--- config.mk ---
export PLATFORM = sky130hd
export DESIGN_NAME = cam_dma_top
export DESIGN_NICKNAME = d
export VERILOG_FILES = /design/src/verilog/cam_dma_pkg.sv /design/src/verilog/cam_capture_ctrl.sv /design/src/verilog/cam_dma_fifo.sv /design/src/verilog/cam_dma_top.sv /design/src/verilog/cam_dma_writer.sv /design/src/verilog/cam_stats.sv /design/src/verilog/pixel_pack.sv
export VERILOG_INCLUDE_DIRS = /design/src /design/src/verilog
export SDC_FILE = /design/constraint.sdc
export NUM_CORES = 2
export LEC_CHECK = 0
export CAP_MARGIN = 20
export CORE_ASPECT_RATIO = 0.7
export CORE_MARGIN = 2
export CORE_UTILIZATION = 40
export DETAILED_ROUTE_END_ITERATION = 10
export DONT_BUFFER_PORTS = 1
export MAX_ROUTING_LAYER = met4
export SETUP_SLACK_MARGIN = 0.15
export SKIP_LAST_GASP = 1
export SYNTH_ARGS = -nofsm -noshare
export SYNTH_HDL_FRONTEND = slang
export SYNTH_SLANG_ARGS = --single-unit
export TNS_END_PERCENT = 1
--- constraint.sdc ---
create_clock -name mipi_pclk -period 7.55 [get_ports mipi_pclk]
set_input_delay 0.3775 -clock mipi_pclk [delete_from_list [all_inputs] [get_ports mipi_pclk]]
set_output_delay 0.3775 -clock mipi_pclk [all_outputs]
set_load 0.02 [all_outputs]
--- src/verilog/cam_dma_defines.svh ---
/*
 * Camera DMA back end constants
 * Pixel and bus widths, FIFO depth and grayscale weights
 */
`ifndef CAM_DMA_DEFINES_SVH
`define CAM_DMA_DEFINES_SVH

// Bits per colour channel
`define CAM_PIX_W 8

// Pixels delivered per clock
`define CAM_PPC 2

// DMA FIFO depth in words, power of two
`define CAM_FIFO_DEPTH 64

// Luma weights, sum is 256 so the result is a shift by 8
`define CAM_GRAY_WR 77
`define CAM_GRAY_WG 150
`define CAM_GRAY_WB 29

// DMA write data width
`define CAM_DMA_W 64

`endif

--- src/verilog/cam_dma_pkg.sv ---
/*
 * Camera DMA types
 * Pixel, FIFO word and DMA beat layouts shared by the back end
 */
`include "cam_dma_defines.svh"

package cam_dma_pkg;

   //////////////////////////////////////////////////
   // Pixel types
   //////////////////////////////////////////////////

   // Blue sits in the upper byte, red in the lower
   typedef struct packed {
      logic [`CAM_PIX_W-1:0] b;
      logic [`CAM_PIX_W-1:0] g;
      logic [`CAM_PIX_W-1:0] r;
   } rgb_pix_t;

   // Element 0 is the earlier pixel, also the FIFO word
   typedef rgb_pix_t [`CAM_PPC-1:0] rgb_pair_t;

   //////////////////////////////////////////////////
   // DMA beat
   //////////////////////////////////////////////////

   // Each half is a zero pad byte over one pixel
   typedef struct packed {
      logic [`CAM_DMA_W/2-3*`CAM_PIX_W-1:0] pad1;
      rgb_pix_t                              pix1;
      logic [`CAM_DMA_W/2-3*`CAM_PIX_W-1:0] pad0;
      rgb_pix_t                              pix0;
   } dma_word_t;

endpackage

--- src/verilog/cam_capture_ctrl.sv ---
/*
 * Capture control
 * Synchronises host controls and selects frames for capture at vsync boundaries
 */
module cam_capture_ctrl (
   input  logic mipi_pclk,
   input  logic rst_n,
   input  logic cam_vsync,
   input  logic trigger_capture_frame,
   input  logic continuous_capture_frame,
   input  logic rgb_gray,
   input  logic fifo_wr,
   output logic capture_frame,
   output logic gray_mode,
   output logic frame_start
);

   logic trig_r1;
   logic trig_r2;
   logic trig_r3;
   logic trig_hold;
   logic cont_r1;
   logic cont_r2;
   logic cont_hold;
   logic gray_r1;
   logic vsync_r;

   // Frame begins on the falling edge of vsync
   assign frame_start = vsync_r && !cam_vsync;

   //////////////////////////////////////////////////
   // Host control synchronisers
   //////////////////////////////////////////////////

   always_ff @(posedge mipi_pclk) begin
      if (!rst_n) begin
         trig_r1   <= 1'b0;
         trig_r2   <= 1'b0;
         trig_r3   <= 1'b0;
         trig_hold <= 1'b0;
         cont_r1   <= 1'b0;
         cont_r2   <= 1'b0;
         cont_hold <= 1'b0;
         gray_r1   <= 1'b0;
         gray_mode <= 1'b0;
         vsync_r   <= 1'b0;
      end else begin
         trig_r1   <= trigger_capture_frame;
         trig_r2   <= trig_r1;
         trig_r3   <= trig_r2;
         // Rising edge arms the trigger, first FIFO write consumes it
         if (trig_r2 && !trig_r3) begin
            trig_hold <= 1'b1;
         end else if (fifo_wr) begin
            trig_hold <= 1'b0;
         end
         cont_r1   <= continuous_capture_frame;
         cont_r2   <= cont_r1;
         // Continuous mode sticks until reset
         if (cont_r2) begin
            cont_hold <= 1'b1;
         end
         gray_r1   <= rgb_gray;
         gray_mode <= gray_r1;
         vsync_r   <= cam_vsync;
      end
   end

   //////////////////////////////////////////////////
   // Capture window
   //////////////////////////////////////////////////

   always_ff @(posedge mipi_pclk) begin
      if (!rst_n) begin
         capture_frame <= 1'b0;
      end else if (frame_start) begin
         if (trig_hold || cont_hold) begin
            capture_frame <= 1'b1;
         end else begin
            capture_frame <= 1'b0;
         end
      end
   end

endmodule

--- src/verilog/cam_dma_fifo.sv ---
/*
 * DMA FIFO
 * Single clock first-word-fall-through buffer with overflow and underflow pulses
 */
`include "cam_dma_defines.svh"

module cam_dma_fifo #(
   parameter int DEPTH = `CAM_FIFO_DEPTH
) (
   input  logic                   mipi_pclk,
   input  logic                   rst_n,
   input  logic                   wr_en,
   input  cam_dma_pkg::rgb_pair_t wdata,
   input  logic                   rd_en,
   output cam_dma_pkg::rgb_pair_t rdata,
   output logic                   empty,
   output logic                   full,
   output logic                   rd_valid,
   output logic                   overflow,
   output logic                   underflow
);

   localparam int AW = $clog2(DEPTH);

   cam_dma_pkg::rgb_pair_t mem [DEPTH];
   logic [AW:0]            wr_ptr;
   logic [AW:0]            rd_ptr;
   logic                   do_wr;
   logic                   do_rd;

   // Extra pointer bit tells full from empty
   assign empty = (wr_ptr == rd_ptr);
   assign full  = (wr_ptr[AW] != rd_ptr[AW]) && (wr_ptr[AW-1:0] == rd_ptr[AW-1:0]);

   assign do_wr = wr_en && !full;
   assign do_rd = rd_en && !empty;

   // Head word is visible without a read request
   assign rdata    = mem[rd_ptr[AW-1:0]];
   assign rd_valid = do_rd;

   //////////////////////////////////////////////////
   // Storage
   //////////////////////////////////////////////////

   always_ff @(posedge mipi_pclk) begin
      if (do_wr) begin
         mem[wr_ptr[AW-1:0]] <= wdata;
      end
   end

   //////////////////////////////////////////////////
   // Pointers and error pulses
   //////////////////////////////////////////////////

   always_ff @(posedge mipi_pclk) begin
      if (!rst_n) begin
         wr_ptr    <= '0;
         rd_ptr    <= '0;
         overflow  <= 1'b0;
         underflow <= 1'b0;
      end else begin
         if (do_wr) begin
            wr_ptr <= wr_ptr + 1'b1;
         end
         if (do_rd) begin
            rd_ptr <= rd_ptr + 1'b1;
         end
         // Write while full is dropped
         overflow  <= wr_en && full;
         underflow <= rd_en && empty;
      end
   end

endmodule

--- src/verilog/cam_dma_top.sv ---
/*
 * Camera frame capture and DMA write-out
 * Capture control, packing, FIFO, DMA writer and statistics
 */
module cam_dma_top #(
   parameter int TRANSFER_LEN = 1920,
   parameter int CLK_RATE     = 100000000
) (
   input  logic                   mipi_pclk,
   input  logic                   rst_n,
   // Pixel stream
   input  logic                   cam_vsync,
   input  logic                   pix_valid,
   input  cam_dma_pkg::rgb_pair_t pix_data,
   // Host controls
   input  logic                   trigger_capture_frame,
   input  logic                   continuous_capture_frame,
   input  logic                   rgb_gray,
   input  logic                   cam_dma_init_done,
   // DMA write channel
   input  logic                   cam_dma_wready,
   output logic                   cam_dma_wvalid,
   output logic                   cam_dma_wlast,
   output cam_dma_pkg::dma_word_t cam_dma_wdata,
   // Status
   output logic                   debug_fifo_overflow,
   output logic                   debug_fifo_underflow,
   output logic [31:0]            debug_fifo_wcount,
   output logic [31:0]            debug_fifo_rcount,
   output logic [2:0]             debug_dma_status,
   output logic [31:0]            frames_per_second
);

   logic                   capture_frame;
   logic                   gray_mode;
   logic                   frame_start;
   logic                   fifo_wr;
   cam_dma_pkg::rgb_pair_t fifo_wdata;
   logic                   fifo_rd;
   cam_dma_pkg::rgb_pair_t fifo_rdata;
   logic                   fifo_empty;
   logic                   fifo_overflow;
   logic                   fifo_underflow;
   logic                   dma_write;

   cam_capture_ctrl cam_capture_ctrl_inst (
      .mipi_pclk                (mipi_pclk),
      .rst_n                    (rst_n),
      .cam_vsync                (cam_vsync),
      .trigger_capture_frame    (trigger_capture_frame),
      .continuous_capture_frame (continuous_capture_frame),
      .rgb_gray                 (rgb_gray),
      .fifo_wr                  (fifo_wr),
      .capture_frame            (capture_frame),
      .gray_mode                (gray_mode),
      .frame_start              (frame_start)
   );

   pixel_pack pixel_pack_inst (
      .mipi_pclk     (mipi_pclk),
      .rst_n         (rst_n),
      .pix_valid     (pix_valid),
      .pix_data      (pix_data),
      .capture_frame (capture_frame),
      .gray_mode     (gray_mode),
      .wr_en         (fifo_wr),
      .wdata         (fifo_wdata)
   );

   cam_dma_fifo cam_dma_fifo_inst (
      .mipi_pclk (mipi_pclk),
      .rst_n     (rst_n),
      .wr_en     (fifo_wr),
      .wdata     (fifo_wdata),
      .rd_en     (fifo_rd),
      .rdata     (fifo_rdata),
      .empty     (fifo_empty),
      .full      (),
      .rd_valid  (),
      .overflow  (fifo_overflow),
      .underflow (fifo_underflow)
   );

   cam_dma_writer #(
      .TRANSFER_LEN (TRANSFER_LEN)
   ) cam_dma_writer_inst (
      .mipi_pclk         (mipi_pclk),
      .rst_n             (rst_n),
      .cam_dma_init_done (cam_dma_init_done),
      .cam_dma_wready    (cam_dma_wready),
      .fifo_empty        (fifo_empty),
      .fifo_rdata        (fifo_rdata),
      .fifo_rd           (fifo_rd),
      .dma_write         (dma_write),
      .cam_dma_wvalid    (cam_dma_wvalid),
      .cam_dma_wlast     (cam_dma_wlast),
      .cam_dma_wdata     (cam_dma_wdata)
   );

   // wvalid already includes wready, so it marks a beat
   cam_stats #(
      .CLK_RATE (CLK_RATE)
   ) cam_stats_inst (
      .mipi_pclk            (mipi_pclk),
      .rst_n                (rst_n),
      .fifo_overflow        (fifo_overflow),
      .fifo_underflow       (fifo_underflow),
      .fifo_wr              (fifo_wr),
      .dma_beat             (cam_dma_wvalid),
      .frame_start          (frame_start),
      .fifo_empty           (fifo_empty),
      .dma_write            (dma_write),
      .cam_dma_wready       (cam_dma_wready),
      .debug_fifo_overflow  (debug_fifo_overflow),
      .debug_fifo_underflow (debug_fifo_underflow),
      .debug_fifo_wcount    (debug_fifo_wcount),
      .debug_fifo_rcount    (debug_fifo_rcount),
      .debug_dma_status     (debug_dma_status),
      .frames_per_second    (frames_per_second)
   );

endmodule

--- src/verilog/cam_dma_writer.sv ---
/*
 * DMA writer
 * Opens a transfer window per init_done edge, counts beats and formats data
 */
module cam_dma_writer #(
   parameter int TRANSFER_LEN = 1920
) (
   input  logic                   mipi_pclk,
   input  logic                   rst_n,
   input  logic                   cam_dma_init_done,
   input  logic                   cam_dma_wready,
   input  logic                   fifo_empty,
   input  cam_dma_pkg::rgb_pair_t fifo_rdata,
   output logic                   fifo_rd,
   output logic                   dma_write,
   output logic                   cam_dma_wvalid,
   output logic                   cam_dma_wlast,
   output cam_dma_pkg::dma_word_t cam_dma_wdata
);

   localparam int CW = (TRANSFER_LEN > 1) ? $clog2(TRANSFER_LEN) : 1;

   logic          init_r1;
   logic          init_r2;
   logic          init_r3;
   logic [CW-1:0] beat_cnt;
   logic          at_last;

   assign at_last = (beat_cnt == CW'(TRANSFER_LEN - 1));

   // Pop and beat happen together
   assign fifo_rd        = dma_write && cam_dma_wready && !fifo_empty;
   assign cam_dma_wvalid = fifo_rd;
   assign cam_dma_wlast  = cam_dma_wvalid && at_last;

   //////////////////////////////////////////////////
   // Beat formatting
   //////////////////////////////////////////////////

   always_comb begin
      cam_dma_wdata      = '0;
      cam_dma_wdata.pix1 = fifo_rdata[1];
      cam_dma_wdata.pix0 = fifo_rdata[0];
   end

   //////////////////////////////////////////////////
   // Window and beat counter
   //////////////////////////////////////////////////

   always_ff @(posedge mipi_pclk) begin
      if (!rst_n) begin
         init_r1   <= 1'b0;
         init_r2   <= 1'b0;
         init_r3   <= 1'b0;
         dma_write <= 1'b0;
         beat_cnt  <= '0;
      end else begin
         init_r1 <= cam_dma_init_done;
         init_r2 <= init_r1;
         init_r3 <= init_r2;
         if (init_r2 && !init_r3) begin
            dma_write <= 1'b1;
         end else if (cam_dma_wlast) begin
            dma_write <= 1'b0;
         end
         // Wraps on the last beat of each transfer
         if (cam_dma_wlast) begin
            beat_cnt <= '0;
         end else if (cam_dma_wvalid) begin
            beat_cnt <= beat_cnt + 1'b1;
         end
      end
   end

endmodule

--- src/verilog/cam_stats.sv ---
/*
 * Back end statistics
 * Sticky FIFO errors, write and beat counts, DMA status and frame rate
 */
module cam_stats #(
   parameter int CLK_RATE = 100000000
) (
   input  logic        mipi_pclk,
   input  logic        rst_n,
   input  logic        fifo_overflow,
   input  logic        fifo_underflow,
   input  logic        fifo_wr,
   input  logic        dma_beat,
   input  logic        frame_start,
   input  logic        fifo_empty,
   input  logic        dma_write,
   input  logic        cam_dma_wready,
   output logic        debug_fifo_overflow,
   output logic        debug_fifo_underflow,
   output logic [31:0] debug_fifo_wcount,
   output logic [31:0] debug_fifo_rcount,
   output logic [2:0]  debug_dma_status,
   output logic [31:0] frames_per_second
);

   logic [31:0] timer_cnt;
   logic [31:0] frame_cnt;
   logic        period_end;

   assign period_end       = (timer_cnt == 32'(CLK_RATE));
   assign debug_dma_status = {fifo_empty, dma_write, cam_dma_wready};

   //////////////////////////////////////////////////
   // Error flags and counters
   //////////////////////////////////////////////////

   always_ff @(posedge mipi_pclk) begin
      if (!rst_n) begin
         debug_fifo_overflow  <= 1'b0;
         debug_fifo_underflow <= 1'b0;
         debug_fifo_wcount    <= '0;
         debug_fifo_rcount    <= '0;
      end else begin
         if (fifo_overflow) begin
            debug_fifo_overflow <= 1'b1;
         end
         if (fifo_underflow) begin
            debug_fifo_underflow <= 1'b1;
         end
         if (fifo_wr) begin
            debug_fifo_wcount <= debug_fifo_wcount + 1'b1;
         end
         if (dma_beat) begin
            debug_fifo_rcount <= debug_fifo_rcount + 1'b1;
         end
      end
   end

   //////////////////////////////////////////////////
   // Frame rate
   //////////////////////////////////////////////////

   always_ff @(posedge mipi_pclk) begin
      if (!rst_n) begin
         timer_cnt         <= '0;
         frame_cnt         <= '0;
         frames_per_second <= '0;
      end else if (period_end) begin
         timer_cnt         <= '0;
         // A frame start on the boundary still belongs to this period
         frames_per_second <= frame_cnt + frame_start;
         frame_cnt         <= '0;
      end else begin
         timer_cnt <= timer_cnt + 1'b1;
         if (frame_start) begin
            frame_cnt <= frame_cnt + 1'b1;
         end
      end
   end

endmodule

--- src/verilog/pixel_pack.sv ---
/*
 * Pixel packer
 * Optional grayscale conversion, registers two pixels into one FIFO word
 */
`include "cam_dma_defines.svh"

module pixel_pack (
   input  logic                  mipi_pclk,
   input  logic                  rst_n,
   input  logic                  pix_valid,
   input  cam_dma_pkg::rgb_pair_t pix_data,
   input  logic                  capture_frame,
   input  logic                  gray_mode,
   output logic                  wr_en,
   output cam_dma_pkg::rgb_pair_t wdata
);

   cam_dma_pkg::rgb_pair_t gray_pair;

   // Weighted sum, top byte is the luma value
   function automatic logic [`CAM_PIX_W-1:0] gray_of(input cam_dma_pkg::rgb_pix_t p);
      logic [2*`CAM_PIX_W-1:0] acc;
      acc = (2*`CAM_PIX_W)'(`CAM_GRAY_WR * p.r + `CAM_GRAY_WG * p.g + `CAM_GRAY_WB * p.b);
      return acc[2*`CAM_PIX_W-1:`CAM_PIX_W];
   endfunction

   //////////////////////////////////////////////////
   // Grayscale, replicated over all three channels
   //////////////////////////////////////////////////

   always_comb begin
      for (int i = 0; i < `CAM_PPC; i++) begin
         gray_pair[i].r = gray_of(pix_data[i]);
         gray_pair[i].g = gray_of(pix_data[i]);
         gray_pair[i].b = gray_of(pix_data[i]);
      end
   end

   //////////////////////////////////////////////////
   // Output register
   //////////////////////////////////////////////////

   always_ff @(posedge mipi_pclk) begin
      if (!rst_n) begin
         wr_en <= 1'b0;
      end else begin
         wr_en <= pix_valid && capture_frame;
      end
   end

   // Payload only, qualified by wr_en
   always_ff @(posedge mipi_pclk) begin
      if (pix_valid) begin
         wdata <= gray_mode ? gray_pair : pix_data;
      end
   end

endmodule
== Word-level counts from Yosys, hierarchy flattened ==
Memories as Yosys holds them, arrays and structs flattened. A register that Yosys moved wholly into a read port is not among the register bits.
Cells that the tools add are included.
W data, S select, Z words.
Word-level totals
  flip-flop bits (word level): 253
  RAM bits: 3072
  bits of input ports: 57
  output and inout bits: 167
  memories: 1
Operators by class
  add/subtract/negate cells: 12
  multiply operators: 6
  equal/unequal tests: 5
  mux-type cells: 10
  bitwise operators: 1
  reduce and logical (&&, ||, !) cells: 22
Memories
  cam_dma_fifo_inst.mem: depth 64, width 48, rd ports 1, clocked after memory_dff 1, write ports 1, line cam_dma_fifo.sv:25  | cam_dma_pkg::rgb_pair_t mem [DEPTH];
Operator list (count)
  $add A32 B1 Y32 const B: 4
  $mul A7 B8 Y15 const A: 4
  $mux W48: 1
  $add A15 B16 Y16: 2
  $add A16 B13 Y16: 2
  $add A32 B1 Y32: 1
  $eq A32 B27 Y1 const B: 1
  $mul A5 B8 Y13 const A: 2
  $add A7 B1 Y7 const B: 2
  $logic_and A1 B1 Y1: 12
  $mux W6: 2
  $add A11 B1 Y11 const B: 1
  $eq A11 B11 Y1 const B: 1
  $eq A7 B7 Y1: 1
  $mux W1: 7
  $eq A6 B6 Y1: 1
  $logic_not A1 Y1: 5
  $reduce_bool A2 Y1: 2
  $reduce_or A2 Y1: 2
  $logic_or A1 B1 Y1: 1
  $ne A1 B1 Y1: 1
  $not A1 Y1: 1

== Logic depth before layout (Yosys ltp) ==
  depth after elaboration: 6
  mapped depth: 25
  depth with buffers taken out: 25

== By module ==
A second synthesis with hierarchy kept.
Unflattened totals
  cells, all modules: 7004
  area total of the unflattened synthesis: 134676.7 um^2
By module, submodules not included
  cam_dma_fifo: times used 1, cells each 5158, area an instance 117450.1 um^2, sequential area each 92688.9 um^2
  pixel_pack: times used 1, cells each 815, area an instance 8280.4 um^2, sequential area each 1461.4 um^2
  cam_stats: times used 1, cells each 868, area an instance 7462.2 um^2, sequential area each 3243.1 um^2
  cam_dma_writer: times used 1, cells each 136, area an instance 1156.1 um^2, sequential area each 300.3 um^2
  cam_capture_ctrl: times used 1, cells each 27, area an instance 327.8 um^2, sequential area each 220.2 um^2

== Least setup slack after synthesis ==
OpenSTA, ideal clock, no wires.
  kind: input to register
  start: input pix_data[35] (netlist name)
  end: register, netlist name pixel_pack_inst.wdata[44]
  setup time: 271 ps
  arrival time: 6016 ps
  data required time: 7279 ps
  path slack: 1263 ps
  cell stages on the path: 24
  cell sequence: ha_1 -> ha_1 -> ha_1 -> inv_1 -> fa_1 -> inv_1 -> ha_1 -> inv_1 -> o21a_1 -> xnor2_1 -> fa_1 -> fa_1 -> inv_1 -> fa_1 -> fa_1 -> inv_1 -> ha_1 -> a21oi_1 -> o21ai_0 -> a21oi_1 -> a21boi_0 -> o21ai_0 -> mux2i_1 -> o211ai_1
Between the ends
  word-level cells in the longest chain between the ends: 4
Ends and longest elaborated chain
  start: declaration: line cam_dma_top.sv:14  | input cam_dma_pkg::rgb_pair_t pix_data,
  $mul A7 B8 Y15 (no line)
  $add A15 B16 Y16 (no line)
  $add A16 B13 Y16 (no line)
  $mux W48: line pixel_pack.sv:54  | wdata <= gray_mode ? gray_pair : pix_data;
Every way passes these cells.
A chain may end at the register's enable or synchronous reset.

== Final worst setup path ==
  start: input pix_data[35] (netlist name)
  end: register, netlist name pixel_pack_inst.wdata[44]
Between the ends
  word-level cells in the longest chain between the ends: 4
Ends and longest elaborated chain (line)
  $mul A7 B8 Y15 (no line)
  $add A15 B16 Y16 (no line)
  $add A16 B13 Y16 (no line)
  $mux W48: pixel_pack.sv:54
Every way passes these cells.

==> impl_metrics.py <==
metrics = {
    "route": {
        "drtIter0Drc": 9279,
        "drt-pass1-iter-count": 7,
        "viasPerCell": 5.83,
        "drt_wl_total_mm": 364,
        "wire_per_inst_um": 32.0,
        "ant_nets": 0,
        "via_count": 66300,
        "post-route-drc-count": 0,
    },
    "critical_path": {
        "crit_path_max_incr_delay_ns": 0.52,
        "crit_fanout": 6,
        "crit_chain": "ha_1 -> ha_1 -> ha_1 -> inv_1 -> fa_1 -> inv_1 -> ha_1 -> inv_1 -> o21a_1 -> xnor2_1 -> fa_1 -> fa_1 -> inv_1 -> fa_1 -> fa_1 -> inv_1 -> ha_1 -> a21oi_1 -> o21ai_0 -> a21oi_1 -> a21boi_0 -> o21ai_0 -> mux2i_1 -> o211ai_1",
        "critPathTopFamily": "adder cells",
        "end_kind": "register",
        "worstSetupStartpointType": "primary input",
        "cp.required_ns": 8.15,
        "path_buf_inv": 5,
        "crit_type": "in2reg",
        "arrival_ns": 6.54,
        "slowest_stage": "fa_1",
    },
    "sta": {
        "worstMarginPinSlew_ns": 1.21,
        "maxSlewViolCount": 0,
        "hold_viol_final": 0,
        "timing.fmax_ghz": 0.169,
        "setup_viol": 0,
        "skew_ns": 0.0509,
        "rsz0062_at_grt": "false",
        "period_minus_slack_ns": 5.93,
        "tns_ns": 0,
        "max-slew-margin-rel_pct": 19.3,
        "period_share_pct": 78.6,
    },
    "logic_synthesis": {
        "synth_flop_cell": "edfxtp_1",
        "synth_seq_cells": 3331,
        "syn_inst": 6335,
        "ys_warn_count": 0,
        "async_flop_share_pct": 0,
        "synth_edf_count": 3120,
        "syn-cell-area_um2": 134000,
        "synth_top_area_share_pct": 70.0,
        "ys_types": 55,
        "synth.largest_area_cell": "edfxtp_1",
        "synth_area_leaders": "edfxtp_1 (70%), mux4_2 (17%), dfxtp_1 (3.2%)",
        "syn_avg_cell_area_um2": 21.1,
        "yosysSeqAreaShare_pct": 73.1,
    },
    "cts": {
        "cts_made_buffers": 328,
        "cts.reportedPaths.clkPinSlew_ns": 0.06,
        "clk_latency_ns": 0.89,
        "cts-root-buf": "clkbuf_16",
        "cts_tree": "done",
        "cts-htree-levels": 5,
        "cts_sinks": 3331,
        "cts_max_path_buffers": 4,
    },
    "placed_design": {
        "place_area_um2": 141000,
        "dpl.hpwl_mm": 204,
        "dp.cells": 10700,
        "routabilityCongestion": 0.815,
        "io_buffers": 0,
    },
    "job": {
        "drv_cap": 0,
    },
    "final_layout": {
        "drive_gt1_share_pct": 25.1,
        "nets": 6991,
        "fill_cells": 27700,
        "area_growth_pct": 13.3,
        "final_area_um2": 152000,
        "finalNonFillerCells": 11400,
    },
    "die": {
        "ios": 224,
        "die_y_um": 488,
        "core_area_um2": 333000,
        "rows": 177,
        "initial_core_util_pct": 40.3,
        "dieArea_um2": 340000,
        "die_w_um": 696,
    },
    "grt": {
        "grtUsageTotal_pct": 21.9,
        "grt_pass1_vias": 65300,
        "grt_pass1_wl_mm": 510,
        "grt_max_degree": 137,
        "overflow": 0,
        "antenna_found_initial": 18,
    },
    "run_status": {
        "status": "complete, no violations",
    },
    "pwr": {
        "p_per_area_nw_per_um2": 285,
        "p_leak_nw": 47.0,
        "p_total_mw": 43.3,
        "ir_drop_uv": 322,
    },
    "worst_hold_path": {
        "hold_path_class": "in2reg",
    },
}
==> cells in the mapped netlist, types with 30 or more instances <==
master / number
edfxtp_1: 3120
mux4_2: 990
inv_1: 235
dfxtp_1: 211
nor2_1: 191
clkbuf_1: 186
ha_1: 178
nand2_1: 131
fa_1: 110
xnor2_1: 109
and2_1: 105
o21ai_0: 88
xor2_1: 81
buf_2: 78
nand3_1: 72
a21oi_1: 60
nor2b_1: 35
nand4_1: 33
mux2i_1: 32
nor3_1: 31
buf_1: 30
==> cell usage in the layout (no fill, tap or decap), types with 9 or more instances in the layout <==
| cell | instances |
|---|---|
| edfxtp_1 | 3120 |
| mux4_2 | 990 |
| clkbuf_16 | 341 |
| inv_1 | 235 |
| dfxtp_1 | 204 |
| buf_4 | 180 |
| ha_1 | 178 |
| nand2_1 | 130 |
| nor2_1 | 127 |
| fa_1 | 110 |
| xnor2_1 | 109 |
| and2_1 | 105 |
| o21ai_0 | 88 |
| xor2_1 | 81 |
| clkbuf_1 | 78 |
| nand3_1 | 72 |
| clkinv_1 | 66 |
| nor2_4 | 64 |
| a21oi_1 | 60 |
| dlygate4sd3_1 | 57 |
| clkinv_2 | 39 |
| buf_12 | 36 |
| nor2b_1 | 35 |
| nand4_1 | 33 |
| mux2i_1 | 32 |
| nor3_1 | 31 |
| and3_1 | 29 |
| or3_1 | 24 |
| a21o_1 | 21 |
| bufinv_16 | 21 |
| a211oi_1 | 20 |
| conb_1 | 17 |
| a21boi_0 | 16 |
| and4_1 | 15 |
| nand2b_1 | 9 |
| nand3b_1 | 9 |
==> worst reg2reg max path: stages, from the launching register on <==
cell and delay (ns):
dfxtp_1 0.58, xor2_1 0.21, nor4_1 0.12, nand3b_1 0.21, nand2_1 0.17, nor2_1 0.27
nand2_1 0.57, nor2_4 0.81, buf_4 0.58, buf_4 0.61
==> registers in the layout, indices dropped and copies added, names as in the netlist, 7 cells and up, named ones only <==
signal                            flops
cam_stats_inst.debug_fifo_rcount     32
cam_stats_inst.frame_cnt             32
cam_stats_inst.timer_cnt             32
cam_dma_fifo_inst.wr_ptr              7
cam_stats_inst.debug_fifo_wcount     32
pixel_pack_inst.wdata                48
cam_dma_fifo_inst.rd_ptr              7
cam_stats_inst.frames_per_second     32
cam_dma_fifo_inst.mem              3072
cam_dma_writer_inst.beat_cnt         11
==> through the flow <==
step | hold WS, ns | utilization, % | setup WS [ns]
after floorplan | 0.404 | - | 1.26
after global placement | 0.410 | 42.3 | 0.726
after detailed placement | 0.419 | 42.3 | 0.750
after CTS | 0.106 | 45.6 | 1.67
after global routing | 0.157 | 45.6 | 1.19
final | 0.176 | 45.6 | 1.62
==> worst paths after layout <==
kind | startpoint | endpoint | slack (ns) | depth (start not counted)
worst max register to register | cam_dma_fifo_inst.wr_ptr[4] | cam_dma_fifo_inst.mem[10][47] | 3.02 | 9
worst max-delay path | pix_data[35] | pixel_pack_inst.wdata[44] | 1.62 | 24
worst min register to register | cam_dma_fifo_inst.overflow | cam_stats_inst.debug_fifo_overflow | 0.43 | 1
worst min-delay path | rst_n | cam_capture_ctrl_inst.trig_r1 | 0.18 | 2
==> what timing repair did <==
| item | CTS | global route |
|---|---|---|
| gates resized for setup | 0 | 0 |
| hold buffers | 59 | 0 |
| hold endpoints to repair | 258 | 0 |
| setup buffers | 0 | 0 |
==> logic make-up after synthesis <==
family | Yosys count | synth area share [%]
xor+xnor | 190 | 1.24
fa+ha+maj | 288 | 3.31
other cells | 1 | 0.00280
buf+inv | 551 | 1.68
flops | 3331 | 73.1
mux | 1024 | 16.9
compound gates | 240 | 1.07
simple gates | 710 | 2.67
==> routing by layer <==
layer	vias to the layer above	GRT usage, %	part of all wire, %
met2	3164	32.0	45
met4	0	4.42	1.9
met3	488	3.76	9.2
met1	36200	32.6	44
met5	-	-	0
li1	26500	-	-
==> cell type report <==
class | instances | area [um2] | share of cell area [%]
Tap cell | 4475 | 5600 | 3.69
Clock inverter | 144 | 1230 | 0.811
Multi-Input combinational cell | 2469 | 34300 | 22.6
Clock buffer | 430 | 8950 | 5.90
Inverter | 235 | 882 | 0.581
Timing Repair Buffer | 281 | 2810 | 1.85
Antenna cell | 7 | 17.5 | 0.0115
Sequential cell | 3331 | 97900 | 64.5
==> where the power goes <==
group | leakage (nW) | switching, mW | internal [mW]
sequential | 29.8 | 0.0413 | 21.8
combinational | 12.3 | 3.84 | 1.74
clock | 4.96 | 6.83 | 9.05
total | 47.0 | 10.7 | 32.6
(Power assumes the default switching activity.)
